**config.mk**
```make
export PLATFORM = sky130hd
export DESIGN_NAME = video_bridge
export DESIGN_NICKNAME = d
export VERILOG_FILES = /design/src/design/video_bridge_pkg.sv /design/src/design/video_bridge.sv /design/src/design/video_out.sv /design/src/design/sync_gen.sv /design/src/design/line_buffer.sv /design/src/design/cam_capture.sv
export SDC_FILE = /design/constraint.sdc
export NUM_CORES = 1
export LEC_CHECK = 0
export BUFFER_PORTS_ARGS = -buffer_cell sky130_fd_sc_hd__buf_4
export CORE_MARGIN = 2
export CORE_UTILIZATION = 43
export DETAILED_ROUTE_END_ITERATION = 8
export PLACE_DENSITY_LB_ADDON = 0.2
export SYNTH_ARGS = -nofsm -noshare
export SYNTH_HDL_FRONTEND = slang
export SYNTH_SLANG_ARGS = --single-unit
export TNS_END_PERCENT = 10
```
**constraint.sdc**
```tcl
create_clock -name clk -period 5.55 [get_ports clk]
set_clock_uncertainty 0.15 [all_clocks]
set_input_delay 1.11 -clock clk [delete_from_list [all_inputs] [get_ports clk]]
set_output_delay 1.11 -clock clk [all_outputs]
set_load 0.1 [all_outputs]
```
**src/design/video_bridge_pkg.sv**
```systemverilog
package video_bridge_pkg;

    // ====================================================================
    // pixel payload
    // ====================================================================

    typedef logic [7:0] pixel_t;  // same width on the camera and display side

    // ====================================================================
    // line timing controller states
    // ====================================================================

    typedef enum logic [2:0] {
        PASSIVE_H_ACTIVE   = 3'b000,  // camera line in progress
        PASSIVE_H_FP       = 3'b001,
        PASSIVE_H_SYNC     = 3'b010,
        PASSIVE_H_WAIT_REF = 3'b011,  // blanking gap is being measured here
        ACTIVE_H_ACTIVE    = 3'b100,  // display line is read out of the buffer
        ACTIVE_H_FP        = 3'b101,
        ACTIVE_H_SYNC      = 3'b110,
        ACTIVE_H_WAIT_REF  = 3'b111   // replays the measured gap
    } sync_state_t;

    // true while the controller free-runs the display raster
    function automatic logic is_active_phase(sync_state_t s);
        return s inside {ACTIVE_H_ACTIVE, ACTIVE_H_FP, ACTIVE_H_SYNC, ACTIVE_H_WAIT_REF};
    endfunction

endpackage : video_bridge_pkg
```
**src/design/video_bridge.sv**
```systemverilog
`timescale 1ns/100ps

module video_bridge #(
    parameter int H_ACT  = 16,
    parameter int H_FP   = 4,
    parameter int H_SYNC = 3,
    parameter int V_FP   = 1,
    parameter int V_SYNC = 1,
    parameter int V_ACT  = 6
) (
    input  logic                     clk,
    input  logic                     rstn,
    input  logic                     cam_href,
    input  logic                     cam_vsync,
    input  video_bridge_pkg::pixel_t cam_data,
    output logic                     hsync,
    output logic                     vsync,
    output logic                     de,
    output video_bridge_pkg::pixel_t pix
);
    import video_bridge_pkg::*;

    localparam int ADDR_W = $clog2(H_ACT + 1);

    logic              href_rise;
    logic              href_fall;
    logic              wr_en;
    logic [ADDR_W-1:0] wr_addr;
    pixel_t            wr_data;
    logic              wr_bank;
    logic [ADDR_W-1:0] rd_addr;
    pixel_t            rd_data;
    sync_state_t       state;
    logic              line_start;

    // ====================================================================
    // camera side, line store, timing and display side
    // ====================================================================

    cam_capture #(
        .H_ACT(H_ACT)
    ) u_cam_capture (
        .clk      (clk),
        .rstn     (rstn),
        .cam_href (cam_href),
        .cam_data (cam_data),
        .href_rise(href_rise),
        .href_fall(href_fall),
        .wr_en    (wr_en),
        .wr_addr  (wr_addr),
        .wr_data  (wr_data),
        .wr_bank  (wr_bank)
    );

    line_buffer #(
        .H_ACT(H_ACT)
    ) u_line_buffer (
        .clk    (clk),
        .wr_en  (wr_en),
        .wr_addr(wr_addr),
        .wr_data(wr_data),
        .wr_bank(wr_bank),
        .rd_addr(rd_addr),
        .rd_data(rd_data)
    );

    sync_gen #(
        .H_ACT (H_ACT),
        .H_FP  (H_FP),
        .H_SYNC(H_SYNC),
        .V_FP  (V_FP),
        .V_SYNC(V_SYNC),
        .V_ACT (V_ACT)
    ) u_sync_gen (
        .clk       (clk),
        .rstn      (rstn),
        .href_rise (href_rise),
        .href_fall (href_fall),
        .cam_vsync (cam_vsync),
        .hsync     (hsync),
        .state     (state),
        .line_start(line_start)
    );

    video_out #(
        .H_ACT (H_ACT),
        .V_SYNC(V_SYNC)
    ) u_video_out (
        .clk       (clk),
        .rstn      (rstn),
        .state     (state),
        .line_start(line_start),
        .rd_data   (rd_data),
        .rd_addr   (rd_addr),
        .de        (de),
        .pix       (pix),
        .vsync     (vsync)
    );

endmodule : video_bridge

```
**src/design/video_out.sv**
```systemverilog
`timescale 1ns/100ps

module video_out #(
    parameter  int H_ACT  = 16,
    parameter  int V_SYNC = 1,
    localparam int ADDR_W = $clog2(H_ACT + 1)
) (
    input  logic                          clk,
    input  logic                          rstn,
    input  video_bridge_pkg::sync_state_t state,
    input  logic                          line_start,
    input  video_bridge_pkg::pixel_t      rd_data,
    output logic [ADDR_W-1:0]             rd_addr,
    output logic                          de,
    output video_bridge_pkg::pixel_t      pix,
    output logic                          vsync
);
    import video_bridge_pkg::*;

    localparam int LC_W = $clog2(V_SYNC + 1);

    localparam logic [ADDR_W-1:0] ADDR_LAST = ADDR_W'(H_ACT - 1);
    localparam logic [LC_W-1:0]   LC_MAX    = LC_W'(V_SYNC);

    logic            reading;
    logic            rd_valid;  // rd_data holds a line pixel
    logic [LC_W-1:0] line_cnt;

    assign reading = (state == ACTIVE_H_ACTIVE);

    always_ff @(posedge clk or negedge rstn) begin
        if (!rstn) begin
            rd_addr  <= '0;
            rd_valid <= 1'b0;
            de       <= 1'b0;
            line_cnt <= '0;
            vsync    <= 1'b0;
        end else begin
            if (reading && rd_addr != ADDR_LAST) begin
                rd_addr <= rd_addr + 1'b1;
            end else begin
                rd_addr <= '0;
            end
            rd_valid <= reading;
            de       <= rd_valid;

            // vsync covers the first V_SYNC display lines of each active phase
            if (!is_active_phase(state)) begin
                line_cnt <= '0;
                vsync    <= 1'b0;
            end else if (line_start) begin
                vsync <= (line_cnt != LC_MAX);
                if (line_cnt != LC_MAX) begin
                    line_cnt <= line_cnt + 1'b1;
                end
            end
        end
    end

    always_ff @(posedge clk) begin
        pix <= rd_data;
    end

    de_burst_a: assert property (
        @(posedge clk) disable iff (!rstn)
        $rose(de) |-> ##H_ACT !de
    );

endmodule : video_out

```
**src/design/sync_gen.sv**
```systemverilog
`timescale 1ns/100ps

module sync_gen #(
    parameter int H_ACT  = 16,
    parameter int H_FP   = 4,
    parameter int H_SYNC = 3,
    parameter int V_FP   = 1,
    parameter int V_SYNC = 1,
    parameter int V_ACT  = 6
) (
    input  logic                          clk,
    input  logic                          rstn,
    input  logic                          href_rise,
    input  logic                          href_fall,
    input  logic                          cam_vsync,
    output logic                          hsync,
    output video_bridge_pkg::sync_state_t state,
    output logic                          line_start
);
    import video_bridge_pkg::*;

    localparam int V_TOTAL = V_FP + V_SYNC + V_ACT;
    localparam int H_TOTAL = H_FP + H_SYNC + H_ACT;
    localparam int H_W     = $clog2(4 * H_TOTAL);  // room for a gap of a few line lengths
    localparam int V_W     = $clog2(V_TOTAL + 1);

    localparam logic [H_W-1:0] ACT_LAST  = H_W'(H_ACT - 1);
    localparam logic [H_W-1:0] FP_LAST   = H_W'(H_FP - 1);
    localparam logic [H_W-1:0] SYNC_LAST = H_W'(H_SYNC - 1);
    localparam logic [V_W-1:0] V_LAST    = V_W'(V_TOTAL);

    logic [H_W-1:0] h_cnt;
    logic [H_W-1:0] h_total;  // measured camera blanking gap
    logic [V_W-1:0] v_cnt;
    logic           vsynced;

    // ====================================================================
    // two-phase line timing FSM
    // ====================================================================

    always_ff @(posedge clk or negedge rstn) begin
        if (!rstn) begin
            state      <= PASSIVE_H_ACTIVE;
            h_cnt      <= '0;
            h_total    <= '0;
            v_cnt      <= '0;
            hsync      <= 1'b0;
            line_start <= 1'b0;
            vsynced    <= 1'b0;
        end else begin
            line_start <= 1'b0;

            case (state)
                PASSIVE_H_ACTIVE: begin
                    if (href_fall) begin
                        // a camera vsync makes this the first line of a new frame
                        v_cnt   <= vsynced ? V_W'(1) : v_cnt + 1'b1;
                        vsynced <= 1'b0;
                        h_cnt   <= '0;
                        state   <= PASSIVE_H_FP;
                    end
                end
                PASSIVE_H_FP: begin
                    if (h_cnt != FP_LAST) begin
                        h_cnt <= h_cnt + 1'b1;
                    end else begin
                        h_cnt <= '0;
                        hsync <= 1'b1;
                        state <= PASSIVE_H_SYNC;
                    end
                end
                PASSIVE_H_SYNC: begin
                    if (h_cnt != SYNC_LAST) begin
                        h_cnt <= h_cnt + 1'b1;
                    end else begin
                        h_cnt <= '0;
                        hsync <= 1'b0;
                        if (v_cnt >= V_LAST) begin
                            v_cnt <= '0;  // display lines are counted from here on
                            state <= ACTIVE_H_WAIT_REF;
                        end else begin
                            h_total <= '0;
                            state   <= PASSIVE_H_WAIT_REF;
                        end
                    end
                end
                PASSIVE_H_WAIT_REF: begin
                    if (href_rise) begin
                        state <= PASSIVE_H_ACTIVE;
                    end else if (h_total != '1) begin
                        h_total <= h_total + 1'b1;  // saturates on an idle camera
                    end
                end

                ACTIVE_H_WAIT_REF: begin
                    if (h_cnt + 1'b1 < h_total) begin
                        h_cnt <= h_cnt + 1'b1;
                    end else begin
                        h_cnt      <= '0;
                        line_start <= 1'b1;
                        state      <= ACTIVE_H_ACTIVE;
                    end
                end
                ACTIVE_H_ACTIVE: begin
                    if (h_cnt != ACT_LAST) begin
                        h_cnt <= h_cnt + 1'b1;
                    end else begin
                        h_cnt <= '0;
                        v_cnt <= v_cnt + 1'b1;
                        state <= ACTIVE_H_FP;
                    end
                end
                ACTIVE_H_FP: begin
                    if (h_cnt != FP_LAST) begin
                        h_cnt <= h_cnt + 1'b1;
                    end else begin
                        h_cnt <= '0;
                        hsync <= 1'b1;
                        state <= ACTIVE_H_SYNC;
                    end
                end
                ACTIVE_H_SYNC: begin
                    if (h_cnt != SYNC_LAST) begin
                        h_cnt <= h_cnt + 1'b1;
                    end else begin
                        h_cnt <= '0;
                        hsync <= 1'b0;
                        if (v_cnt >= V_LAST) begin
                            v_cnt <= '0;  // frame done, follow the camera again
                            state <= PASSIVE_H_ACTIVE;
                        end else begin
                            state <= ACTIVE_H_WAIT_REF;
                        end
                    end
                end
            endcase

            if (cam_vsync) begin
                vsynced <= 1'b1;
            end
        end
    end

    hsync_width_a: assert property (
        @(posedge clk) disable iff (!rstn)
        $rose(hsync) |-> ##H_SYNC !hsync
    );

endmodule : sync_gen

```
**src/design/line_buffer.sv**
```systemverilog
`timescale 1ns/100ps

module line_buffer #(
    parameter  int H_ACT  = 16,
    localparam int ADDR_W = $clog2(H_ACT + 1)
) (
    input  logic                     clk,
    input  logic                     wr_en,
    input  logic [ADDR_W-1:0]        wr_addr,
    input  video_bridge_pkg::pixel_t wr_data,
    input  logic                     wr_bank,
    input  logic [ADDR_W-1:0]        rd_addr,
    output video_bridge_pkg::pixel_t rd_data
);
    import video_bridge_pkg::*;

    localparam int IDX_W = $clog2(H_ACT);

    pixel_t mem [2][H_ACT];

    logic rd_bank;
    logic rd_bank_q;
    logic wr_ok;

    assign wr_ok = wr_en && (wr_addr < ADDR_W'(H_ACT));

    // the read bank is only re-picked at address 0 so one display line stays on one bank
    assign rd_bank = (rd_addr == '0) ? ~wr_bank : rd_bank_q;

    // ====================================================================
    // ping-pong storage
    // ====================================================================

    always_ff @(posedge clk) begin
        if (wr_ok) begin
            mem[wr_bank][wr_addr[IDX_W-1:0]] <= wr_data;
        end
    end

    always_ff @(posedge clk) begin
        rd_bank_q <= rd_bank;
        rd_data   <= mem[rd_bank][rd_addr[IDX_W-1:0]];  // one cycle read latency
    end

endmodule : line_buffer

```
**src/design/cam_capture.sv**
```systemverilog
`timescale 1ns/100ps

module cam_capture #(
    parameter  int H_ACT  = 16,
    localparam int ADDR_W = $clog2(H_ACT + 1)
) (
    input  logic                     clk,
    input  logic                     rstn,
    input  logic                     cam_href,
    input  video_bridge_pkg::pixel_t cam_data,
    output logic                     href_rise,
    output logic                     href_fall,
    output logic                     wr_en,
    output logic [ADDR_W-1:0]        wr_addr,
    output video_bridge_pkg::pixel_t wr_data,
    output logic                     wr_bank
);

    logic href_d;
    logic fall_seen;

    assign fall_seen = ~cam_href & href_d;

    // a pixel is stored on the very edge that samples href high
    assign wr_en   = cam_href;
    assign wr_data = cam_data;

    // ====================================================================
    // href edges, write address and bank
    // ====================================================================

    always_ff @(posedge clk or negedge rstn) begin
        if (!rstn) begin
            href_d    <= 1'b0;
            href_rise <= 1'b0;
            href_fall <= 1'b0;
            wr_addr   <= '0;
            wr_bank   <= 1'b0;
        end else begin
            href_d    <= cam_href;
            href_rise <= cam_href & ~href_d;
            href_fall <= fall_seen;

            if (cam_href) begin
                wr_addr <= wr_addr + 1'b1;
            end else begin
                wr_addr <= '0;  // every line restarts at address 0
            end

            if (fall_seen) begin
                wr_bank <= ~wr_bank;  // the finished line is handed to the display side
            end
        end
    end

    // a camera line longer than the buffer would spill over the bank
    wr_addr_range_a: assert property (
        @(posedge clk) disable iff (!rstn)
        cam_href |-> (wr_addr < ADDR_W'(H_ACT))
    );

endmodule : cam_capture

```
After elaboration in Yosys (flattened, before gate mapping)
Memory sizes are Yosys's and may differ from the RTL's. Index checks and enable logic that the tools add are counted.

Output and inout port bits: 11. Word-level logic and storage cells: 139. Memories kept: 1. RAM bits: 256. Memory bits (read-only): 0. Bits in latches: 0. Bits in registers: 59.

Memory list: u_line_buffer.mem (depth 2, width 128, read ports 1, clocked after Yosys merged registers in 0, wr ports 1, line line_buffer.sv:19) `pixel_t mem [2][H_ACT];`.

Shift-type cells: 0. Reduce and logical (&&, ||, !) cells: 20. Multiply operators: 0. Add/sub/neg operators: 6. Mux-type cells: 51. Equal/unequal tests: 27. Divide/modulo/power cells: 0. Bitwise logic cells: 8. $lt $le $gt $ge: 6.

Operator list (count): $mux W128 (1); $mux W7 (9); $pmux W7 S5 (1); $bmux W8 S4 (1); $demux W8 S4 (1); $mux W3 (10); $ne A2 B2 Y1 const B (13); $mux W8 (3); $pmux W3 S8 (1); $mux W4 (5); $add A7 B1 Y7 const B (2); $mux W1 (14); $ne A7 B2 Y1 const B (2); $pmux W7 S2 (1); $eq A3 B3 Y1 const B (4); $pmux W4 S3 (1); $add A5 B1 Y5 const B (2); $ge A5 B5 Y1 const B (2); $mux W5 (2); $not A4 Y5 (2); $reduce_and A5 Y1 (2); $reduce_and A8 Y1 (1); $reduce_bool A2 Y1 (4); $lt A7 B7 Y1 (1); other kinds (23) (33).

Depth between registers and ports, before layout
Depth in word-level cells: 6. Depth in mapped cells: 11. Depth with buffers taken out: 11.

Modules after synthesis
A second synthesis with hierarchy kept.

Cell total of the unflattened synthesis: 948. Area, all modules: 13444.1 µm².

Modules (own cells, without submodules): line_buffer (times used 1, sequential area each 7867.5 µm², area each 10822.9 µm², cells an instance 695); sync_gen (times used 1, sequential area each 600.6 µm², area each 1692.9 µm², cells an instance 183); video_out (times used 1, sequential area each 385.4 µm², area each 521.8 µm², cells an instance 36); cam_capture (times used 1, sequential area each 225.2 µm², area each 406.6 µm², cells an instance 34).

Least setup slack after synthesis
Ideal clock, no wire load.

Path type: reg-to-reg. From: register u_sync_gen.h_cnt[1]. To: register u_sync_gen.h_cnt[0]. Arrival: 2543 ps. Stages on the path, launching flop included: 12. Slack: 2790 ps. Clock period less this slack: 2760 ps. Cell sequence: dfrtp_1 -> ha_1 -> nand3_1 -> and2_1 -> or2_2 -> ha_1 -> a21o_1 -> a21oi_1 -> o21a_1 -> a41oi_1 -> a21boi_0 -> mux2_2.

Cells in the longest elaborated chain, start to end: 4. Elaborated cells between the ends (all ways): 10.

RTL lines: start, declared (line sync_gen.sv:32) `logic [H_W-1:0] h_cnt;`; start signal, assigned (line sync_gen.sv:65) `h_cnt <= h_cnt + 1'b1;`; start signal, assigned (line sync_gen.sv:74) `h_cnt <= h_cnt + 1'b1;`; start signal, assigned (line sync_gen.sv:97) `h_cnt <= h_cnt + 1'b1;`; $add A7 B1 Y7 (line sync_gen.sv:96) `if (h_cnt + 1'b1 < h_total) begin`; $lt A7 B7 Y1 (line sync_gen.sv:96); $mux W7 (line sync_gen.sv:96); $pmux W7 S5 (*) (line sync_gen.sv:53) `case (state)`.

Mark *: on every way between the ends. The rest lies on a longest branch, timed or not. A chain may end at the register's enable or synchronous reset.

Worst setup path after layout
From: register u_video_out.rd_addr[0]. To: register u_line_buffer.rd_data[7].

Cells in the longest elaborated chain, start to end: 6. Elaborated cells between the ends (all ways): 7.

RTL lines: start, declared (line video_out.sv:13) `output logic [ADDR_W-1:0] rd_addr,`; start signal, assigned (line video_out.sv:40) `rd_addr <= rd_addr + 1'b1;`; $logic_not A5 Y1 (line line_buffer.sv:28) `assign rd_bank = (rd_addr == '0) ? ~wr_bank : rd_bank_q;`; $mux W1 (line line_buffer.sv:28); $mem_v2 Z2 W128; $bmux W8 S4 (*) (line line_buffer.sv:42) `rd_data <= mem[rd_bank][rd_addr[IDX_W-1:0]];`; $mux W8 (implied by the code) (*) (2 in a row) (line line_buffer.sv:42); end signal, assigned (line line_buffer.sv:42); end, declared (line line_buffer.sv:13) `output video_bridge_pkg::pixel_t rd_data`.

Mark *: on every way between the ends. The rest lies on a longest branch, timed or not. The select of a mux whose other input is x is not followed.

==> impl_metrics.tcl <==
set metrics [dict create \
    reg2reg_to "u_line_buffer.rd_data[7]" \
    fraction_of_power_consumed_by_combinational_cells 0.217 \
    timing.setup.tns_ns 0 \
    finalSetupViolCount 0 \
    grt_setup_unrepaired "no" \
    final_layout_fill_cell_count 2515 \
    holdPathStages 0 \
    clkLatencyLatePin_ns 0.52 \
    core_sq_um 28800 \
    final_core_util 0.492 \
    worst_setup_path_start_kind "flop" \
    seq_power_share 0.448 \
    site_row_count 62 \
    numPlacedInstances 1339 \
    critical_path_required_ns 5.84 \
    yosys_register_bits 315 \
    syn_inst 971 \
    timing.critical_path.fanout_max 64 \
    grt_first_pass_wirelength_mm 46.7 \
    global_route.usage.total 0.202 \
    clock_sinks 315 \
    worst-endpoint-arrival_ns 3.96 \
    cts_post_setup_buffers_inserted 0 \
    post_dp_cell_area_sq_um 13100 \
    cts.repair.resized 0 \
    cts.reportedPaths.clkPinSlew_ns 0.05 \
    timing_worst_slew_pin_value_ns 1.06 \
    detailed_place_hpwl_mm 18.5 \
    power.static_leakage_nw 4.94 \
    r2r_cells 10 \
    power_switching_share 0.319 \
    synth_flop_cell "edfxtp_1" \
    syn-mean-instance-area_sq_um 13.0 \
    crit_end_category "flop" \
    multi_input_comb_area_sq_um 3260 \
    grt_pass1_vias 7698 \
    drt_pre_antenna_iters 5 \
    fmax_mhz 272 \
    hold_path_class "flop to flop" \
    first_iter_violations 849 \
    switching_power_total_mw 2.02 \
    synth.yosys.warnings 0 \
    dr.max_layer_used "met4" \
    final.min_clock_period_ns 3.67 \
    stdcell_area_sq_um 14200 \
    number_of_max_cap_violations 0 \
    drt-vias-per-instance 5.59 \
    post_synth_num_cell_types 55 \
    final_cells 1403 \
    cts_tree "yes" \
    clock_tree.root_cell "clkbuf_16" \
    die_h_um 175 \
    power.share.clock 0.334 \
    final.hold.worst_slack_ns 0.188 \
    synth_enable_flop_cells 256 \
    initial_antenna_violation_count 0 \
    numCtsBuffers 35 \
    layout.nets 1022 \
    layout_worst_path_cycle_share 0.661 \
    worst_ir_drop_vdd_mv 0.307 \
    initial_utilization 0.439 \
    clock_tree.htree_level_count 2 \
    drcViolationCount 0 \
    routed-wl-met2_mm 13.4 \
    status "finished clean" \
    wl_per_cell_um 21.5 \
    internal_power_mw 4.31 \
    globalplace.congestion 0.828 \
    ws_path_type "flop to flop" \
    cts.path.max_buffers 3 \
    sequential_fraction_of_the_synthesis_area 0.719 \
    antenna_cells_inserted 0 \
    drtAntennaViolNets 0 \
    setup.reg_to_reg.worst_slack_ns 1.88 \
    drive_above_1_share 0.0854 \
    grt_max_degree 97 \
    holdBufCountCts 0 \
    total_power_per_unit_cell_area_nw_per_um2 446 \
    hold_viol_final 0 \
    dr_wl_met3_mm 2.24 \
    m1WireLength_mm 13.7 \
    synth_async_sr_flop_share 0.133 \
    drt_wl_total_mm 30.2 \
    port-buffer-count 22 \
    register_area_sq_um 9080 \
    layout-area-overhead-vs-synth_pct 12.3 \
    floorplan.die.width_um 175 \
    top_level_ports 23 \
    vias 7836 \
    timing.critical_path.to "u_line_buffer.rd_data[7]" \
    r2r-start "u_video_out.rd_addr[0]" \
    critPathLaunch "u_video_out.rd_addr[0]" \
    slew_headroom 0.297 \
    syn-cell-area_sq_um 12600 \
    die_area_sq_um 30700 \
    synth.net_count 1001 \
    grt_overflow 0 \
    final-max-slew-violation-count 0 \
]
## per-layer routing
metal  vias to the layer above  track usage
met5                         -            0
met4                         0       0.0649
met3                        66       0.0353
met2                       301        0.307
met1                      3837        0.298
li1                       3632            -
## worst max-delay path: stages (launching register included)
cell	delay (ns)
dfrtp_1	0.43
inv_1	0.16
ha_1	0.16
or4b_4	0.48
mux2i_4	0.21
clkinv_2	0.50
buf_4	0.69
nor3_1	0.11
nor3_1	0.19
nand4_1	0.22
a32oi_1	0.23
## power by group through the flow
stage | sequential (mW) | combinational (mW) | clock [mW]
2_1_floorplan | 3.03 | 0.856 | 0
3_3_place_gp | 2.89 | 1.37 | 0
3_5_place_dp | 2.89 | 1.38 | 0
4_1_cts | 2.84 | 1.38 | 2.15
5_1_grt | 2.86 | 1.51 | 2.24
6_report | 2.84 | 1.37 | 2.12
## state kept, by name (all words and copies together) (netlist names), 3 cells and up
signal,flops
u_line_buffer.mem,256
u_line_buffer.rd_data,8
u_video_out.pix,8
u_sync_gen.h_cnt,7
u_sync_gen.h_total,7
u_cam_capture.wr_addr,5
u_video_out.rd_addr,5
u_sync_gen.v_cnt,4
u_sync_gen.state,3
## cells by family (layout without fill, tap and decap cells)
| kind of cell | after synthesis | after routing | synth area share |
|---|---|---|---|
| AOI/OAI and AO/OA | 156 | 156 | 0.0835 |
| xor gates and xnor gates | 13 | 13 | 0.00902 |
| adders and majority gates | 18 | 18 | 0.0178 |
| buffers and inverters | 69 | 117 | 0.0226 |
| DFF | 315 | 315 | 0.719 |
| muxes | 12 | 12 | 0.0107 |
| and+or+nand+nor | 388 | 388 | 0.137 |
## synthesized netlist by cell type (11+ instances only)
library cell  count  share of area
nand3_1          66          0.026
a21o_1           14         0.0083
dfxtp_1          17          0.027
edfxtp_1        256           0.61
dfrtp_1          42          0.083
nand2_1         184          0.055
o21ai_0          11         0.0044
nand4_1          13         0.0064
o221ai_1         16          0.011
nor3_1           29          0.012
nor2_1           55          0.016
buf_2            12         0.0048
a21oi_1          59          0.023
ha_1             18          0.018
inv_1            22         0.0065
clkbuf_1         29         0.0086
## stage by stage
stage	power, mW	setup WS [ns]
2_1_floorplan	3.88	2.79
3_3_place_gp	4.26	2.00
3_5_place_dp	4.26	1.92
4_1_cts	6.37	1.90
5_1_grt	6.61	1.62
6_report	6.33	1.88
## how the worst min path moves through the flow
stage / from / end / slack [ns]
2_1_floorplan: u_line_buffer.rd_data[0] / u_video_out.pix[0] / 0.16
3_3_place_gp: u_line_buffer.rd_data[2] / u_video_out.pix[2] / 0.18
3_5_place_dp: u_line_buffer.rd_data[2] / u_video_out.pix[2] / 0.17
4_1_cts: u_line_buffer.rd_data[2] / u_video_out.pix[2] / 0.19
5_1_grt: u_line_buffer.rd_data[2] / u_video_out.pix[2] / 0.19
6_report: u_line_buffer.rd_data[7] / u_video_out.pix[7] / 0.19
## area by class of cell
| type | count | area share |
|---|---|---|
| Clock buffer | 50 | 0.0680 |
| Clock inverter | 14 | 0.00583 |
| Inverter | 24 | 0.00645 |
| Multi-Input combinational cell | 587 | 0.230 |
| Sequential cell | 315 | 0.641 |
| Tap cell | 384 | 0.0339 |
| Timing Repair Buffer | 29 | 0.0154 |
## placed cells by master, fill, tap and decap left out, types with 9 or more instances in the layout
master     Yosys  layout
a211oi_1      10      10
o21ai_0       11      11
dfxtp_1       17      17
nor4_1         9       9
edfxtp_1     256     256
clkbuf_1      29      13
xnor2_1       10      10
ha_1          18      18
nor2_1        55      55
nor3_1        29      29
clkbuf_16      0      36
a21o_1        14      14
nand2_1      184     184
nand4_1       13      13
o221ai_1      16      16
inv_1         22      22
mux2i_1        9       9
a21oi_1       59      59
dfrtp_1       42      42
buf_4          1      29
a221oi_1       9       9
nand3_1       66      66
Note: power is estimated with default switching activity, not from simulation.
